### src/hdl/usiPkg.sv
//------------------------------
// Shared definitions for the board peripheral subsystem
// Register bus widths, block map, register maps and
// the bus controller state encoding
// Referenced by scoped names from every design file
//------------------------------
`default_nettype none

package usiPkg;

	//------------------------------
	// Bus widths
	//------------------------------
	localparam int lpDataWidth   = 32;
	localparam int lpAdrsWidth   = 8;
	localparam int lpRegIdxWidth = 4;
	// Upper address bits select the block
	localparam int lpBlkWidth    = lpAdrsWidth - lpRegIdxWidth;
	localparam int lpGpioWidth   = 6;

	// Register data word
	typedef logic [lpDataWidth-1:0]   usiData_t;
	// Wishbone word address, block field on top
	typedef logic [lpAdrsWidth-1:0]   usiAdrs_t;
	// Register index inside one block
	typedef logic [lpRegIdxWidth-1:0] usiRegIdx_t;
	// One bit per GPIO pin
	typedef logic [lpGpioWidth-1:0]   gpio_t;

	//------------------------------
	// Block map
	//------------------------------
	// Remaining block numbers are unmapped
	localparam logic [lpBlkWidth-1:0] lpGpioBlock  = 4'd0;
	localparam logic [lpBlkWidth-1:0] lpTimerBlock = 4'd1;

	// GPIO registers
	localparam usiRegIdx_t lpGpioOutReg = 4'd0;
	localparam usiRegIdx_t lpGpioDirReg = 4'd1;
	localparam usiRegIdx_t lpGpioAltReg = 4'd2;
	// Input readback, read only
	localparam usiRegIdx_t lpGpioInReg  = 4'd3;

	// Timer registers
	localparam usiRegIdx_t lpTimerCtrlReg  = 4'd0;
	localparam usiRegIdx_t lpTimerCountReg = 4'd1;
	localparam usiRegIdx_t lpTimerCmpReg   = 4'd2;
	localparam usiRegIdx_t lpTimerStatReg  = 4'd3;

	// Bus controller FSM states
	typedef enum logic [1:0]
	{
		busIdle,
		busAccess,
		busAck
	} busState_t;

endpackage

`default_nettype wire

### src/hdl/usiBusIf.sv
//------------------------------
// Register access channel between the bus controller
// and one peripheral block
// One instance per block, ctrl side on the controller
//------------------------------
`timescale 1ns/1ps
`default_nettype none

interface usiBusIf;

	// One cycle write strobe, this block only
	logic               wrEn;
	// Register index and write data, shared fan-out
	usiPkg::usiRegIdx_t regIdx;
	usiPkg::usiData_t   wrData;
	// Combinational readback of regIdx
	usiPkg::usiData_t   rdData;

	modport ctrl
	(
		output wrEn,
		output regIdx,
		output wrData,
		input  rdData
	);

	modport blk
	(
		input  wrEn,
		input  regIdx,
		input  wrData,
		output rdData
	);

endinterface

`default_nettype wire

### src/hdl/usiBusCtrl.sv
//------------------------------
// Wishbone classic slave in front of the register bus
// Fixed three cycle transfer: accept, access, ack
// Block field of the address picks the target block
//------------------------------
`timescale 1ns/1ps
`default_nettype none

module usiBusCtrl
(
	input  logic              iMCLK,
	input  logic              qnARST,
	// Wishbone slave
	input  logic              wbCyc,
	input  logic              wbStb,
	input  logic              wbWe,
	input  usiPkg::usiAdrs_t  wbAdr,
	input  usiPkg::usiData_t  wbDatW,
	output usiPkg::usiData_t  wbDatR,
	output logic              wbAck,
	// Block channels
	usiBusIf.ctrl             gpioBus,
	usiBusIf.ctrl             timerBus
);

	usiPkg::busState_t busState;

	// Block field decode, done once here
	logic [usiPkg::lpBlkWidth-1:0] blkField;
	logic gpioHit;
	logic timerHit;
	logic accept;

	// Registered target of the current transfer
	logic gpioSel;
	logic timerSel;
	usiPkg::usiRegIdx_t regIdx;
	usiPkg::usiData_t   wrData;
	logic gpioWr;
	logic timerWr;

	assign blkField = wbAdr[usiPkg::lpAdrsWidth-1 -: usiPkg::lpBlkWidth];
	assign gpioHit  = (blkField == usiPkg::lpGpioBlock);
	assign timerHit = (blkField == usiPkg::lpTimerBlock);
	// New transfer only from idle
	assign accept   = wbCyc && wbStb && (busState == usiPkg::busIdle);

	//------------------------------
	// Transfer FSM and strobes
	//------------------------------
	always_ff @(posedge iMCLK or negedge qnARST)
	begin
		if (!qnARST)
		begin
			busState <= usiPkg::busIdle;
			gpioWr   <= 1'b0;
			timerWr  <= 1'b0;
			wbDatR   <= '0;
		end
		else
		begin
			case (busState)
				usiPkg::busIdle:
				begin
					if (accept)
					begin
						// Strobe goes to the addressed block only
						gpioWr   <= wbWe && gpioHit;
						timerWr  <= wbWe && timerHit;
						busState <= usiPkg::busAccess;
					end
				end
				usiPkg::busAccess:
				begin
					gpioWr  <= 1'b0;
					timerWr <= 1'b0;
					// Unmapped block reads as zero
					if (gpioSel)
						wbDatR <= gpioBus.rdData;
					else if (timerSel)
						wbDatR <= timerBus.rdData;
					else
						wbDatR <= '0;
					busState <= usiPkg::busAck;
				end
				default:
				begin
					busState <= usiPkg::busIdle;
				end
			endcase
		end
	end

	// Address and data held for the access cycle
	always_ff @(posedge iMCLK)
	begin
		if (accept)
		begin
			gpioSel  <= gpioHit;
			timerSel <= timerHit;
			regIdx   <= wbAdr[usiPkg::lpRegIdxWidth-1:0];
			wrData   <= wbDatW;
		end
	end

	// Ack for exactly the one busAck cycle
	assign wbAck = (busState == usiPkg::busAck);

	// Fan-out to both blocks
	assign gpioBus.wrEn    = gpioWr;
	assign gpioBus.regIdx  = regIdx;
	assign gpioBus.wrData  = wrData;
	assign timerBus.wrEn   = timerWr;
	assign timerBus.regIdx = regIdx;
	assign timerBus.wrData = wrData;

endmodule

`default_nettype wire

### src/hdl/gpioBlock.sv
//------------------------------
// Six pin GPIO with output, direction and alternate
// function registers
// Alternate source per pin comes from the system timer
// Input readback through a two flop synchronizer
//------------------------------
`timescale 1ns/1ps
`default_nettype none

module gpioBlock
(
	input  logic          iMCLK,
	input  logic          qnARST,
	usiBusIf.blk          bus,
	// Pins
	input  usiPkg::gpio_t gpioIn,
	output usiPkg::gpio_t gpioOut,
	output usiPkg::gpio_t gpioOe,
	// Alternate sources
	input  logic          timerMatch,
	input  logic          timerBeat
);

	usiPkg::gpio_t outReg;
	usiPkg::gpio_t dirReg;
	usiPkg::gpio_t altReg;
	usiPkg::gpio_t syncMeta;
	usiPkg::gpio_t syncIn;
	usiPkg::gpio_t altSrc;

	//------------------------------
	// Register writes
	//------------------------------
	always_ff @(posedge iMCLK or negedge qnARST)
	begin
		if (!qnARST)
		begin
			outReg <= '0;
			dirReg <= '0;
			altReg <= '0;
		end
		else if (bus.wrEn)
		begin
			case (bus.regIdx)
				usiPkg::lpGpioOutReg: outReg <= bus.wrData[usiPkg::lpGpioWidth-1:0];
				usiPkg::lpGpioDirReg: dirReg <= bus.wrData[usiPkg::lpGpioWidth-1:0];
				usiPkg::lpGpioAltReg: altReg <= bus.wrData[usiPkg::lpGpioWidth-1:0];
				// IN is read only
				default: ;
			endcase
		end
	end

	// Two flop input synchronizer
	always_ff @(posedge iMCLK or negedge qnARST)
	begin
		if (!qnARST)
		begin
			syncMeta <= '0;
			syncIn   <= '0;
		end
		else
		begin
			syncMeta <= gpioIn;
			syncIn   <= syncMeta;
		end
	end

	// Readback, upper bits zero
	always_comb
	begin
		bus.rdData = '0;
		case (bus.regIdx)
			usiPkg::lpGpioOutReg: bus.rdData[usiPkg::lpGpioWidth-1:0] = outReg;
			usiPkg::lpGpioDirReg: bus.rdData[usiPkg::lpGpioWidth-1:0] = dirReg;
			usiPkg::lpGpioAltReg: bus.rdData[usiPkg::lpGpioWidth-1:0] = altReg;
			usiPkg::lpGpioInReg:  bus.rdData[usiPkg::lpGpioWidth-1:0] = syncIn;
			default: ;
		endcase
	end

	//------------------------------
	// Pin mux
	//------------------------------
	// Heartbeat on even pins, match flag on odd pins
	always_comb
	begin
		for (int i = 0; i < usiPkg::lpGpioWidth; i++)
		begin
			altSrc[i] = (i % 2 == 0) ? timerBeat : timerMatch;
		end
	end

	assign gpioOut = (outReg & ~altReg) | (altSrc & altReg);
	// Oe set means the pin drives
	assign gpioOe  = dirReg;

endmodule

`default_nettype wire

### src/hdl/sysTimerBlock.sv
//------------------------------
// System timer, 32 bit up counter wrapping at COMPARE
// Each wrap sets a sticky match flag and toggles the
// heartbeat, both exported as GPIO alternate sources
//------------------------------
`timescale 1ns/1ps
`default_nettype none

module sysTimerBlock
(
	input  logic iMCLK,
	input  logic qnARST,
	usiBusIf.blk bus,
	// Alternate sources for the GPIO block
	output logic timerMatch,
	output logic timerBeat
);

	logic             enable;
	usiPkg::usiData_t count;
	usiPkg::usiData_t cmpReg;
	logic             matchFlag;
	logic             heartbeat;
	logic             wrap;
	logic             clrMatch;

	// Wrap on the edge where count meets compare
	assign wrap = enable && (count == cmpReg);
	assign clrMatch = bus.wrEn && (bus.regIdx == usiPkg::lpTimerStatReg) && bus.wrData[0];

	//------------------------------
	// Control and compare
	//------------------------------
	always_ff @(posedge iMCLK or negedge qnARST)
	begin
		if (!qnARST)
		begin
			enable <= 1'b0;
			cmpReg <= '0;
		end
		else if (bus.wrEn)
		begin
			if (bus.regIdx == usiPkg::lpTimerCtrlReg)
				enable <= bus.wrData[0];
			if (bus.regIdx == usiPkg::lpTimerCmpReg)
				cmpReg <= bus.wrData;
		end
	end

	// Counter, flag and heartbeat
	always_ff @(posedge iMCLK or negedge qnARST)
	begin
		if (!qnARST)
		begin
			count     <= '0;
			matchFlag <= 1'b0;
			heartbeat <= 1'b0;
		end
		else
		begin
			if (wrap)
			begin
				count     <= '0;
				heartbeat <= ~heartbeat;
			end
			else if (enable)
				count <= count + 1'b1;
			// Wrap wins over a clear in the same cycle
			if (wrap)
				matchFlag <= 1'b1;
			else if (clrMatch)
				matchFlag <= 1'b0;
		end
	end

	// Readback
	always_comb
	begin
		bus.rdData = '0;
		case (bus.regIdx)
			usiPkg::lpTimerCtrlReg:  bus.rdData[0] = enable;
			usiPkg::lpTimerCountReg: bus.rdData = count;
			usiPkg::lpTimerCmpReg:   bus.rdData = cmpReg;
			usiPkg::lpTimerStatReg:  bus.rdData[1:0] = {heartbeat, matchFlag};
			default: ;
		endcase
	end

	assign timerMatch = matchFlag;
	assign timerBeat  = heartbeat;

endmodule

`default_nettype wire

### src/hdl/midiBoardTop.sv
//------------------------------
// Board peripheral top level
// Wishbone classic slave in, GPIO pins out
// Bus controller feeding the GPIO and timer blocks
//------------------------------
`timescale 1ns/1ps
`default_nettype none

module midiBoardTop
(
	input  logic             iMCLK,
	input  logic             qnARST,
	// Wishbone slave
	input  logic             wbCyc,
	input  logic             wbStb,
	input  logic             wbWe,
	input  usiPkg::usiAdrs_t wbAdr,
	input  usiPkg::usiData_t wbDatW,
	output usiPkg::usiData_t wbDatR,
	output logic             wbAck,
	// GPIO pins
	input  usiPkg::gpio_t    gpioIn,
	output usiPkg::gpio_t    gpioOut,
	output usiPkg::gpio_t    gpioOe
);

	// Timer signals for the GPIO alternate mux
	logic timerMatch;
	logic timerBeat;

	// One channel per block
	usiBusIf gpioBus();
	usiBusIf timerBus();

	usiBusCtrl usiBusCtrl
	(
		.iMCLK    (iMCLK),
		.qnARST   (qnARST),
		.wbCyc    (wbCyc),
		.wbStb    (wbStb),
		.wbWe     (wbWe),
		.wbAdr    (wbAdr),
		.wbDatW   (wbDatW),
		.wbDatR   (wbDatR),
		.wbAck    (wbAck),
		.gpioBus  (gpioBus),
		.timerBus (timerBus)
	);

	gpioBlock gpioBlock
	(
		.iMCLK      (iMCLK),
		.qnARST     (qnARST),
		.bus        (gpioBus),
		.gpioIn     (gpioIn),
		.gpioOut    (gpioOut),
		.gpioOe     (gpioOe),
		.timerMatch (timerMatch),
		.timerBeat  (timerBeat)
	);

	sysTimerBlock sysTimerBlock
	(
		.iMCLK      (iMCLK),
		.qnARST     (qnARST),
		.bus        (timerBus),
		.timerMatch (timerMatch),
		.timerBeat  (timerBeat)
	);

endmodule

`default_nettype wire

### config.mk
export PLATFORM = sky130hd
export DESIGN_NAME = midiBoardTop
export DESIGN_NICKNAME = d
export VERILOG_FILES = /design/src/hdl/usiPkg.sv /design/src/hdl/usiBusIf.sv /design/src/hdl/usiBusCtrl.sv /design/src/hdl/gpioBlock.sv /design/src/hdl/sysTimerBlock.sv /design/src/hdl/midiBoardTop.sv
export SDC_FILE = /design/constraint.sdc
export NUM_CORES = 1
export LEC_CHECK = 0
export ABC_AREA = 1
export BUFFER_PORTS_ARGS = -buffer_cell sky130_fd_sc_hd__buf_2
export CAP_MARGIN = 20
export CORE_UTILIZATION = 40
export DETAILED_ROUTE_END_ITERATION = 8
export SYNTH_ARGS = -nofsm -noshare
export SYNTH_HDL_FRONTEND = slang
export SYNTH_HIERARCHICAL = 1
export SYNTH_SLANG_ARGS = --single-unit
### constraint.sdc
create_clock -name iMCLK -period 3 [get_ports iMCLK]
set_input_delay 0.6 -clock iMCLK [delete_from_list [all_inputs] [get_ports iMCLK]]
set_output_delay 0.6 -clock iMCLK [all_outputs]
set_load 0.01 [all_outputs]
* Word level (Yosys, flattened, before mapping)
Index checks and enable logic that the tools add are counted.
** Word-level totals
- Logic and storage cells :: 67
- Bits in registers :: 171
- Input bits :: 51
- Output and inout port bits :: 45
** Operators by class
- Mux-type cells :: 16
- Add/sub/neg operators :: 1
- Reduce and logical (&&, ||, !) cells :: 19
- Equal/unequal tests :: 8
- Bitwise operators :: 5
** Operators by type and width (count)
- 2-to-1 mux 32 bit :: 4
- case mux 30 bit (2 select lines) :: 1
- adder 32 x 1 -> 32 bit (second input constant) :: 1
- equality test 32 bit :: 1
- case mux 6 bit (4 select lines) :: 1
- AND 6 bit :: 2
- AND reduction 2 bit :: 6
- equality test 4 x 1 -> 1 bit (second input constant) :: 2
- equality test 4 x 2 -> 1 bit (second input constant) :: 2
- zero test 4 bit :: 2
- logical AND 1 bit :: 7
- inverter 6 bit :: 1
- bitwise OR 6 bit :: 1
- nonzero test 2 bit :: 3
- 2-to-1 mux 1 bit :: 4
- case mux 1 bit (2 select lines) :: 2
- case mux 1 bit (4 select lines) :: 1
- case mux 2 bit (2 select lines) :: 1
- case mux 1 bit (3 select lines) :: 1
- equality test 2 x 1 -> 1 bit (second input constant) :: 1
- equality test 2 bit (second input constant) :: 1
- zero test 2 bit :: 1
- 2-to-1 mux 2 bit :: 1
- != test 2 x 1 -> 1 bit (second input constant) :: 1
- inverter 1 bit :: 1

* Longest topological paths before layout
Gate-level depths: netlist of the first run.
- Depth after elaboration :: 5
- Depth in mapped cells :: 12
- Depth with buffers taken out :: 11

* By module
The synthesis of the first run kept the hierarchy.
** Modules (own cells, without submodules)
- sysTimerBlock :: cells each 729, area each 4787.1 um^2, instances 1
- usiBusCtrl :: cells each 343, area each 3273.1 um^2, instances 1
- gpioBlock :: cells each 175, area each 1604.0 um^2, instances 1

* Worst setup path before layout of the first run
OpenSTA, ideal clock, no wires.
- Path kind :: in2reg
- Start point :: input wbCyc
- End point :: register usiBusCtrl.regIdx[0], in the netlist usiBusCtrl/gpioBus.regIdx[0], enable pin
- Slack :: 230 ps
- Arrival time :: 2334 ps
- Cell stages on the path :: 2
- Buffers on the path :: 0
- Library setup time :: 437 ps
- Cell sequence :: nand2_1 -> nor2_1
** Between the ends
- Word-level cells in the longest chain between the ends :: 2
** RTL lines
- from (decl) :: line midiBoardTop.sv:14 : input logic wbCyc,
- logical AND 1 bit (2 in series) :: line usiBusCtrl.sv:46 : assign accept = wbCyc && wbStb && (busState == usiPkg::busIdle);
- net usiBusCtrl.accept :: line usiBusCtrl.sv:32 : logic accept;
- to (signal assigned) :: line usiBusCtrl.sv:101 : regIdx <= wbAdr[usiPkg::lpRegIdxWidth-1:0];
- to (decl) :: line usiBusCtrl.sv:37 : usiPkg::usiRegIdx_t regIdx;
The timed path passes the listed nets, and every way through them passes these cells.
A chain may end at the register's enable or synchronous reset.

* Final worst setup path of the first run
- Start point :: register usiBusCtrl.regIdx[1], in the netlist usiBusCtrl/gpioBus.regIdx[1]
- End point :: register usiBusCtrl.wbDatR[17]
** Between the ends
- Word-level cells in the longest chain between the ends :: 4
- Elaborated cells on any way between the ends :: 5
- Classes of those cells :: eq/ne: 2; mux: 3
** RTL lines
- equality test 4 x 2 -> 1 bit or equality test 4 x 1 -> 1 bit (tied branches) :: line sysTimerBlock.sv:80 : case (bus.regIdx)
- case mux 30 bit (2 select lines) * :: line sysTimerBlock.sv:80
- net timerBus.rdData[17] :: line usiBusIf.sv:17 : usiPkg::usiData_t rdData;
- 2-to-1 mux 32 bit * :: line usiBusCtrl.sv:80 : else if (timerSel)
- 2-to-1 mux 32 bit * :: line usiBusCtrl.sv:78 : if (gpioSel)
- to (signal assigned) :: line usiBusCtrl.sv:79 : wbDatR <= gpioBus.rdData;
- to (signal assigned) :: line usiBusCtrl.sv:81 : wbDatR <= timerBus.rdData;
- to (decl) :: line usiBusCtrl.sv:19 : output usiPkg::usiData_t wbDatR,
Mark *: on every way through the listed nets, which the timed path passes. The rest lies on a longest branch.

==> results of run 1 <==
[logic make-up after synthesis]
logic type,count (synthesis),share of synthesized area
AO/OA/AOI/OAI,94,0.0570
XOR/XNOR,32,0.0290
adder cells (fa/ha/maj),1,0.00129
buffers and inverters,230,0.127
flip-flops,171,0.462
multiplexers,8,0.00932
other,1,0.000388
AND/OR/NAND/NOR,710,0.314
[registers in the layout (all words and copies together), names as in the netlist]
name	count
usiBusCtrl/busState	2
sysTimerBlock/timerMatch	1
usiBusCtrl/wbDatR	32
gpioBlock/syncIn	6
gpioBlock/altReg	6
sysTimerBlock/cmpReg	32
usiBusCtrl/timerSel	1
gpioBlock/outReg	6
usiBusCtrl/gpioBus.wrData	32
gpioBlock/gpioOe	6
usiBusCtrl/gpioSel	1
sysTimerBlock/enable	1
usiBusCtrl/gpioBus.wrEn	1
usiBusCtrl/timerBus.wrEn	1
gpioBlock/syncMeta	6
usiBusCtrl/gpioBus.regIdx	4
sysTimerBlock/count	32
sysTimerBlock/timerBeat	1
[cell usage after synthesis, types with 2 or more instances]
master | n | area [um^2]
nand2_1 | 463 | 1740
dfrtp_1 | 133 | 3330
inv_1 | 111 | 417
nor2_1 | 109 | 409
buf_4 | 66 | 495
nand3_1 | 61 | 305
edfxtp_1 | 38 | 1140
a21oi_1 | 36 | 180
nor2_2 | 30 | 188
o22ai_1 | 28 | 175
xor2_1 | 19 | 166
inv_2 | 18 | 67.6
nand4_1 | 13 | 81.3
xnor2_1 | 13 | 114
buf_2 | 11 | 55.1
clkbuf_1 | 11 | 41.3
o21ai_1 | 10 | 50.1
o21ai_2 | 10 | 87.6
buf_6 | 9 | 101
mux2_2 | 8 | 90.1
o21ai_0 | 8 | 40.0
nand2_2 | 7 | 43.8
nor2_4 | 7 | 78.8
nor3_1 | 6 | 30.0
and2_1 | 3 | 18.8
nand3_2 | 3 | 30.0
buf_12 | 2 | 40.0
nor2_8 | 2 | 40.0
nor3_2 | 2 | 20.0
[placed cells by master (no fill, tap or decap), types with 2 or more instances in the layout]
master     netlist  final
inv_6            0      2
and2_1           3      3
nand3_2          3      3
nand2_2          7      8
xnor2_1         13     13
o21ai_1         10     10
nor3_1           6      6
nand2_1        463    462
inv_12           0      5
clkinv_8         0      7
nor2_2          30     30
o21ai_2         10     10
buf_2           11     94
mux2_2           8      8
nand4_1         13     13
dfrtp_1        133    133
clkbuf_16        0     17
nor2_4           7      8
nor2_1         109    108
inv_1          111    111
o21ai_0          8      8
nor3_2           2      2
buf_4           66      9
xor2_1          19     19
a21oi_1         36     36
edfxtp_1        38     38
inv_2           18     18
conb_1           1     26
o22ai_1         28     28
nor2_8           2      2
nand3_1         61     61
[report_power, final]
| part | switching [uW] | internal, uW | total, uW |
|---|---|---|---|
| clock | 1190 | 1170 | 2370 |
| combinational | 562 | 303 | 865 |
| sequential | 134 | 2540 | 2670 |
| total | 1890 | 4020 | 5900 |
[per-stage QoR]
stage / instances / util / area [um^2] / total power (uW)
2_1_floorplan: 1272 / - / 9760 / 3280
6_report: 1628 / 0.451 / 10600 / 5900
3_5_place_dp: 1596 / 0.423 / 10000 / 3580
5_1_grt: 1628 / 0.451 / 10600 / 6180
4_1_cts: 1628 / 0.451 / 10600 / 5970
3_3_place_gp: 1596 / 0.423 / 10000 / 3580
[layer usage]
metal | global-route usage | vias to the layer above | share of wire
met3 | 0.0347 | 33 | 0.054
met5 | 0 | - | 0
met1 | 0.303 | 3667 | 0.46
li1 | - | 3904 | -
met2 | 0.353 | 258 | 0.46
met4 | 0.0721 | 0 | 0.021
[area by class of cell]
type / count / area (um^2)
clock buffer: 17 / 425
clock inverter: 15 / 224
fill: 2413 / 13000
inverter: 130 / 488
multi-input combinational: 871 / 4070
sequential: 171 / 4470
tap: 319 / 399
timing repair buffer: 105 / 569
[worst min-delay path by stage]
stage / end / slack (ns) / depth (start not counted)
floorplan: gpioBlock/altReg[0] / 0.30 / 0
global placement: gpioBlock/syncIn[2] / 0.33 / 0
detailed placement: gpioBlock/syncIn[1] / 0.34 / 0
CTS: usiBusCtrl/wbDatR[18] / 0.12 / 1
global route: usiBusCtrl/wbDatR[17] / 0.13 / 1
finish: usiBusCtrl/wbDatR[17] / 0.11 / 1
[worst max-delay path, delay by kind of cell (launching register included)]
| family | cells | cell delay (ns) |
|---|---|---|
| buffers and inverters | 3 | 0.80 |
| and+or+nand+nor | 5 | 0.60 |
| DFF | 1 | 0.51 |
| AOI/OAI and AO/OA | 1 | 0.25 |
==> results.sh, run 1 <==
export IMPL_status="complete, no violations"
export IMPL_path_max_fanout=16
export IMPL_max_slew_margin_rel=0.445
export IMPL_crit_path_top_delay_cell="edfxtp_1"
export IMPL_ys_flop_type="dfrtp_1"
export IMPL_syn_cell_area_mm2=0.00966
export IMPL_cts_tree="done"
export IMPL_endpoint="usiBusCtrl/wbDatR[17]"
export IMPL_cts_setup_buffers=0
export IMPL_skew_ns=0.0188
export IMPL_synthCells=1247
export IMPL_peakVddDrop_v=0.000285
export IMPL_grt_first_pass_wirelength_um=41000
export IMPL_preCtsSetupSlack_ns=0.851
export IMPL_pwr_density_cell_mw_per_mm2=555
export IMPL_layout_drive_gt1_share=0.174
export IMPL_drt_pass1_iter_count=5
export IMPL_grt_max_degree=54
export IMPL_min_period_ns=2.24
export IMPL_fmax_mhz=446
export IMPL_num_vias=7862
export IMPL_cts_buffers=17
export IMPL_final_setup_tns_ns=0
export IMPL_hpwl_um=19600
export IMPL_crit_chain="inv_1, nor3_4, inv_1, buf_4, o22ai_1, nand2_1, nand2_1, nand2_1, nand2_1"
export IMPL_path_clk_slew_ns=0.08
export IMPL_layout_setup_ws_ns=0.757
export IMPL_gp_congestion=0.929
export IMPL_row_count=56
export IMPL_critPathLaunchType="flip-flop"
export IMPL_cpPeakStageDelay_ns=0.51
export IMPL_syn_to_final_growth_pct=10.2
export IMPL_io_buffers=95
export IMPL_start_util=0.409
export IMPL_rr_endpoint="usiBusCtrl/wbDatR[17]"
export IMPL_synth_edf_count=38
export IMPL_endpoint_kind="flip-flop"
export IMPL_antenna_found_initial=0
export IMPL_ios=96
export IMPL_rr_startpoint="usiBusCtrl/gpioBus.regIdx[1]"
export IMPL_grt_pass1_vias=7387
export IMPL_crit_top_cell="nand2_1"
export IMPL_reg2reg_depth=9
export IMPL_grt_usage=0.220
export IMPL_dieArea_mm2=0.0248
export IMPL_viasPerCell=4.83
export IMPL_insertion_delay_ns=0.44
export IMPL_worstMarginPinSlew_ns=0.832
export IMPL_ys_ff_latch=171
export IMPL_root_buffer="clkbuf_16"
export IMPL_synth_cell_types=39
export IMPL_critPathLaunch="usiBusCtrl/gpioBus.regIdx[1]"
export IMPL_synth_warnings=6
export IMPL_die_h_um=157
export IMPL_die_w_um=157
export IMPL_synthArstFlopShare=0.778
export IMPL_clock_path_buffers=2
export IMPL_r2r_slack_ns=0.76
export IMPL_finalHoldViolCount=0
export IMPL_crit_type="flip-flop to flip-flop"
export IMPL_avgSynthCellArea_um2=7.75
export IMPL_final_antenna_net_count=0
export IMPL_period_share=0.748
export IMPL_route_detailed_drc=0
export IMPL_arrival_ns=2.62
export IMPL_antenna_cells=0
export IMPL_fin_nets=1348
export IMPL_cts_resized=0
export IMPL_maxCapViolCount=0
export IMPL_rsz0062_at_grt="false"
export IMPL_initialDrtViolationCount=607
export IMPL_h_tree_depth=4
export IMPL_setup_viol=0
export IMPL_min_path_type="primary input to asynchronous set/reset pin"
export IMPL_coreArea_mm2=0.0236
export IMPL_p_leak_uw=0.00533
export IMPL_hold_worst_slack_ns=0.111
export IMPL_wire_per_inst_um=16.0
export IMPL_crit_required_ns=3.38
export IMPL_synth_seq_area_share=0.462
export IMPL_maxSlewViolCount=0
export IMPL_hold_buffers=0
export IMPL_totalWireLength_um=26100
export IMPL_clkSinkCount=171
export IMPL_grt_ovfl_total=0
Power figures use the tool's default switching activity.
==> run 2, diff against run 1 <==
Settings changed: ABC_AREA 1 to 0.
Clock period 3 ns to 2.34 ns, I/O delays scaled along.
==> run 2 against run 1 <==
Combinational power fell by 11%. Clock skew is 0.011 ns lower. Flip-flop and latch count unchanged. Largest power group unchanged. Core utilization rose by 1.4 points. Largest cell class unchanged. First-iteration DRC count is 61% lower. Critical path type unchanged. Sequential power increased by 31%. Critical endpoint is now sysTimerBlock/count[1]. Critical path depth is 3 lower. Wire length shrank 33%. Clock power increased by 32%. Worst hold slack better by 0.043 ns. Area after synthesis shrank 15%. Worst setup slack lost 0.65 ns.
==> results.sh, run 2 <==
export IMPL_synth_warnings=6
export IMPL_dieArea_mm2=0.0210
export IMPL_reg2reg_depth=6
export IMPL_layout_common_cells="dfrtp_1 (133), buf_2 (94), xor2_1 (57)"
export IMPL_fin_nets=772
export IMPL_layout_commonest_cell="dfrtp_1"
export IMPL_maxCapViolCount=0
export IMPL_rr_startpoint="sysTimerBlock/count[15]"
export IMPL_num_vias=4986
export IMPL_nFillCells=1822
export IMPL_antenna_found_initial=0
export IMPL_layout_setup_ws_ns=0.107
export IMPL_finish_instance_area_mm2=0.00921
export IMPL_worstMarginPinSlew_ns=0.746
export IMPL_crit_cells=6
export IMPL_hold_worst_slack_ns=0.154
export IMPL_p_leak_uw=0.00439
export IMPL_peakVddDrop_v=0.000501
export IMPL_io_buffers=95
export IMPL_clkSinkCount=171
export IMPL_root_buffer="clkbuf_16"
export IMPL_synth_area_leader_cell="dfrtp_1"
export IMPL_start_util=0.414
export IMPL_path_clk_slew_ns=0.07
export IMPL_dp_cells=965
export IMPL_wire_per_inst_um=17.6
export IMPL_pwr_density_cell_mw_per_mm2=806
export IMPL_finalHoldViolCount=0
export IMPL_antenna_cells=0
export IMPL_whs_path_depth=1
export IMPL_regArea_mm2=0.00447
export IMPL_synthArstFlopShare=0.778
export IMPL_h_tree_depth=4
export IMPL_synth_edf_count=38
export IMPL_skew_ns=0.00764
export IMPL_crit_type="flip-flop to flip-flop"
export IMPL_ys_top_cells_by_count="dfrtp_1 (133), buf_4 (69), xor2_1 (57)"
export IMPL_clock_path_buffers=2
export IMPL_critPathLaunchType="flip-flop"
export IMPL_multi_input_area_mm2=0.00309
export IMPL_min_period_ns=2.23
export IMPL_cts_buffers=17
export IMPL_endpoint_kind="flip-flop"
export IMPL_cts_tree="done"
export IMPL_coreArea_mm2=0.0198
export IMPL_layout_drive_gt1_share=0.311
export IMPL_ys_flop_type="dfrtp_1"
export IMPL_dpl_instance_area_mm2=0.00854
export IMPL_hold_buffers=1
export IMPL_synth_seq_area_share=0.546
export IMPL_crit_chain="xor2_1, nor4_1, nand4_1, nor3_4, buf_4, o22ai_1"
export IMPL_ios=96
export IMPL_fmax_mhz=448
export IMPL_cpPeakStageDelay_ns=0.50
export IMPL_min_path_type="primary input to flip-flop"
export IMPL_initialDrtViolationCount=238
export IMPL_final_cell_count_no_fill=998
export IMPL_syn_cell_area_mm2=0.00819
export IMPL_setup_viol=0
export IMPL_maxSlewViolCount=0
export IMPL_die_h_um=145
export IMPL_cts_resized=0
export IMPL_crit_path_top_delay_cell="nor4_1"
export IMPL_synth_area_leaders="dfrtp_1 (41%), edfxtp_1 (14%), mux2_2 (7.0%)"
export IMPL_ys_ff_latch=171
export IMPL_synthCells=664
export IMPL_grt_first_pass_wirelength_um=28700
export IMPL_rsz0062_at_grt="false"
export IMPL_grt_pass1_vias=5161
export IMPL_drt_pass1_iter_count=7
export IMPL_final_setup_tns_ns=0
export IMPL_yosysMostFrequentCell="dfrtp_1"
export IMPL_cpLargestDelayFamily="simple AND/OR/NAND/NOR gates"
export IMPL_syn_to_final_growth_pct=12.4
export IMPL_grt_ovfl_total=0
export IMPL_grt_usage=0.174
export IMPL_gp_congestion=0.783
export IMPL_path_max_fanout=26
export IMPL_final_antenna_net_count=0
export IMPL_yosysTopAreaCellShare=0.406
export IMPL_cp_num_buf_inv=1
export IMPL_viasPerCell=5.00
export IMPL_hpwl_um=12100
export IMPL_hp_start="gpioIn[3]"
export IMPL_cts_setup_buffers=0
export IMPL_insertion_delay_ns=0.42
export IMPL_synth_cell_types=55
export IMPL_period_share=0.954
export IMPL_die_w_um=145
export IMPL_route_detailed_drc=0
export IMPL_preCtsSetupSlack_ns=0.112
export IMPL_grt_max_degree=127
export IMPL_row_count=51
export IMPL_crit_required_ns=2.62
export IMPL_critPathLaunch="sysTimerBlock/count[15]"
export IMPL_status="complete, no violations"
export IMPL_max_slew_margin_rel=0.502
export IMPL_arrival_ns=2.51
export IMPL_avgSynthCellArea_um2=12.3
export IMPL_totalWireLength_um=17600
## run 2: cell count changes in the layout (fill, tap and decap cells not counted), sizes merged, moves of 34 or more
cell | previous run | this run
nand2 | 470 | 50
inv | 137 | 11
nor2 | 148 | 37
nand3 | 65 | 15
mux2 | 8 | 57
xor2 | 19 | 57
a21oi | 36 | 1
a22oi | 0 | 34
## run 2: report_power, final
part / internal, uW / total [uW] / switching [uW]
registers: 3300 / 3510 / 218
clock network: 1920 / 3130 / 1210
logic: 355 / 767 / 412
## run 2: logic make-up (layout without fill, tap and decap cells)
family / after synthesis / after routing / synth area share
compound gates: 103 / 103 / 0.0897
xor+xnor: 62 / 62 / 0.0663
fa+ha+maj: 1 / 1 / 0.00153
buf+inv: 103 / 147 / 0.0889
flops: 171 / 171 / 0.546
mux: 63 / 63 / 0.0976
other cells: 1 / 26 / 0.000458
simple gates: 160 / 160 / 0.110
## run 2: layout make-up
class / count / area share
tap: 265 / 0.0360
sequential: 171 / 0.486
timing repair buffer: 111 / 0.0693
inverter: 4 / 0.00190
clock buffer: 17 / 0.0462
clock inverter: 15 / 0.0253
multi-input combinational: 415 / 0.336
## run 2: path summary, 6_finish.rpt
kind                                            to  slack [ns]
max in group asynchronous  sysTimerBlock/count[30]        1.01
setup reg to reg            sysTimerBlock/count[1]        0.11
min in group asynchronous      gpioBlock/syncIn[2]        0.41
hold reg to reg                gpioBlock/syncIn[4]        0.35
setup / recovery            sysTimerBlock/count[1]        0.11
hold / removal               gpioBlock/syncMeta[3]        0.15
## run 2: routing by layer
layer  up-vias  track usage  part of all wire
li1       2394            -                 -
met1      2448        0.259              0.50
met2       133        0.252              0.44
met3        11       0.0403             0.052
met4         0       0.0489            0.0097
met5         -            0                 0
## run 2: stage by stage
step,util,total power [uW]
after CTS,0.465,7510
after global routing,0.465,7740
after floorplan,-,4050
after global placement,0.432,4320
final,0.465,7420
after detailed placement,0.432,4350
## run 2: worst register-to-register path: cells and delay by family (launching register included)
kind                   cells  cell delay (ns)
AO/OA/AOI/OAI              1             0.16
buffers and inverters      1             0.34
XOR/XNOR                   1             0.18
flip-flops                 1             0.46
AND/OR/NAND/NOR            3             0.98
==> run 3, diff against run 2 <==
Settings changed: CORE_UTILIZATION 40 to 35.
==> run 3 against run 2 <==
Sequential power about the same. First-iteration DRC count rose by 12%. Worst setup slack gained 0.22 ns. Sequential share of layout area is 0.20 points lower. Worst hold slack worse by 0.011 ns. Critical endpoint is now usiBusCtrl/wbDatR[2]. Core utilization is 6.0 points lower. Clock-buffer cell count rose by 2. Critical path type unchanged.
==> results.sh, run 3 (same netlist as run 2, synthesis figures left out) <==
export IMPL_die_h_um=155
export IMPL_insertion_delay_ns=0.43
export IMPL_syn_to_final_growth_pct=12.9
export IMPL_cp_num_buf_inv=0
export IMPL_hold_buffers=1
export IMPL_maxCapViolCount=0
export IMPL_grt_pass1_vias=4885
export IMPL_period_share=0.862
export IMPL_cts_buffers=17
export IMPL_antenna_found_initial=0
export IMPL_pwr_density_cell_mw_per_mm2=779
export IMPL_die_w_um=155
export IMPL_worstMarginPinSlew_ns=0.772
export IMPL_final_setup_tns_ns=0
export IMPL_grt_ovfl_total=0
export IMPL_wire_per_inst_um=16.6
export IMPL_crit_path_top_delay_cell="edfxtp_1"
export IMPL_r2r_slack_ns=0.32
export IMPL_clock_path_buffers=2
export IMPL_min_path_type="primary input to flip-flop"
export IMPL_crit_chain="mux4_2, and2_1, a22oi_1, o21ai_1"
export IMPL_hpwl_um=12100
export IMPL_cpLargestDelayFamily="flip-flops"
export IMPL_start_util=0.360
export IMPL_final_antenna_net_count=0
export IMPL_peakVddDrop_v=0.000357
export IMPL_io_buffers=95
export IMPL_crit_required_ns=2.62
export IMPL_layout_common_cells="dfrtp_1 (133), buf_2 (94), xor2_1 (57)"
export IMPL_dieArea_mm2=0.0240
export IMPL_setup_viol=0
export IMPL_maxSlewViolCount=0
export IMPL_totalWireLength_um=17400
export IMPL_reg2reg_depth=4
export IMPL_h_tree_depth=4
export IMPL_coreArea_mm2=0.0228
export IMPL_finalHoldViolCount=0
export IMPL_route_detailed_drc=0
export IMPL_critPathLaunchType="flip-flop"
export IMPL_power_total_uw=7200
export IMPL_clkSinkCount=171
export IMPL_preCtsSetupSlack_ns=0.325
export IMPL_rsz0062_at_grt="false"
export IMPL_critPathLaunch="usiBusCtrl/gpioBus.regIdx[0]"
export IMPL_grt_usage=0.152
export IMPL_cts_tree="done"
export IMPL_layout_setup_ws_ns=0.323
export IMPL_status="complete, no violations"
export IMPL_row_count=55
export IMPL_skew_ns=0.00811
export IMPL_num_vias=4913
export IMPL_layout_drive_gt1_share=0.312
export IMPL_cts_resized=0
export IMPL_path_max_fanout=13
export IMPL_viasPerCell=4.69
export IMPL_antenna_cells=0
export IMPL_fmax_mhz=496
export IMPL_drt_pass1_iter_count=4
export IMPL_rr_startpoint="usiBusCtrl/gpioBus.regIdx[0]"
export IMPL_path_clk_slew_ns=0.07
export IMPL_endpoint="usiBusCtrl/wbDatR[2]"
export IMPL_initialDrtViolationCount=266
export IMPL_endpoint_kind="flip-flop"
export IMPL_arrival_ns=2.30
export IMPL_root_buffer="clkbuf_16"
export IMPL_grt_first_pass_wirelength_um=27700
export IMPL_max_slew_margin_rel=0.484
export IMPL_min_period_ns=2.02
export IMPL_ios=96
export IMPL_layout_commonest_cell="dfrtp_1"
export IMPL_cts_setup_buffers=0
export IMPL_crit_cells=4
export IMPL_crit_type="flip-flop to flip-flop"
export IMPL_cpPeakStageDelay_ns=0.78
export IMPL_fin_nets=774
export IMPL_p_leak_uw=0.00438
export IMPL_gp_congestion=0.789
export IMPL_grt_max_degree=67
export IMPL_rr_endpoint="usiBusCtrl/wbDatR[2]"
[run 3: changes by cell type in the layout (fill, tap and decap cells not counted), sizes merged]
| cell | before | now |
|---|---|---|
| inv | 11 | 8 |
| buf | 110 | 112 |
| bufinv | 5 | 3 |
| clkbuf | 17 | 19 |
| clkinvlp | 1 | 3 |
| clkinv | 2 | 3 |
[run 3: power by group]
group          switching, uW  internal (uW)  total [uW]
combinational            406            355         761
sequential               221           3300        3520
clock                   1200           1720        2920
total                   1830           5370        7200
[run 3: cell type report]
| type | count | area [um^2] |
|---|---|---|
| clock buffer | 19 | 443 |
| clock inverter | 13 | 165 |
| fill | 2183 | 13500 |
| inverter | 4 | 17.5 |
| multi-input combinational | 415 | 3090 |
| sequential | 171 | 4470 |
| tap | 313 | 392 |
| timing repair buffer | 113 | 666 |
[run 3: worst register-to-register path, stage by stage, from the launching register on]
cell	delay [ns]
edfxtp_1	0.78
mux4_2	0.59
and2_1	0.18
a22oi_1	0.23
o21ai_1	0.09
[run 3: worst min-delay path by stage]
stage                          start                     to  cells past startpoint
2_1_floorplan                 qnARST    gpioBlock/altReg[0]                      0
3_3_place_gp   gpioBlock/syncMeta[3]    gpioBlock/syncIn[3]                      0
3_5_place_dp   gpioBlock/syncMeta[4]    gpioBlock/syncIn[4]                      0
4_1_cts                    gpioIn[3]  gpioBlock/syncMeta[3]                      1
5_1_grt                    gpioIn[3]  gpioBlock/syncMeta[3]                      1
6_report                   gpioIn[3]  gpioBlock/syncMeta[3]                      1
[run 3: layer usage]
metal | wire, um | global-route usage | up-vias | part of all wire
met2 | 7730 | 0.222 | 115 | 0.44
met3 | 895 | 0.0345 | 12 | 0.051
met5 | 0 | 0 | - | 0
met4 | 175 | 0.0438 | 0 | 0.010
li1 | - | - | 2400 | -
met1 | 8620 | 0.223 | 2386 | 0.49
[run 3: metrics by stage]
step | hold WS (ns) | util | cell area [um^2] | std cells
6_report | 0.142 | 0.406 | 9240 | 1048
5_1_grt | 0.122 | 0.406 | 9240 | 1048
4_1_cts | 0.126 | 0.406 | 9240 | 1048
3_5_place_dp | 0.335 | 0.379 | 8620 | 1015
3_3_place_gp | 0.333 | 0.379 | 8620 | 1015
2_1_floorplan | 0.172 | - | 8280 | 689
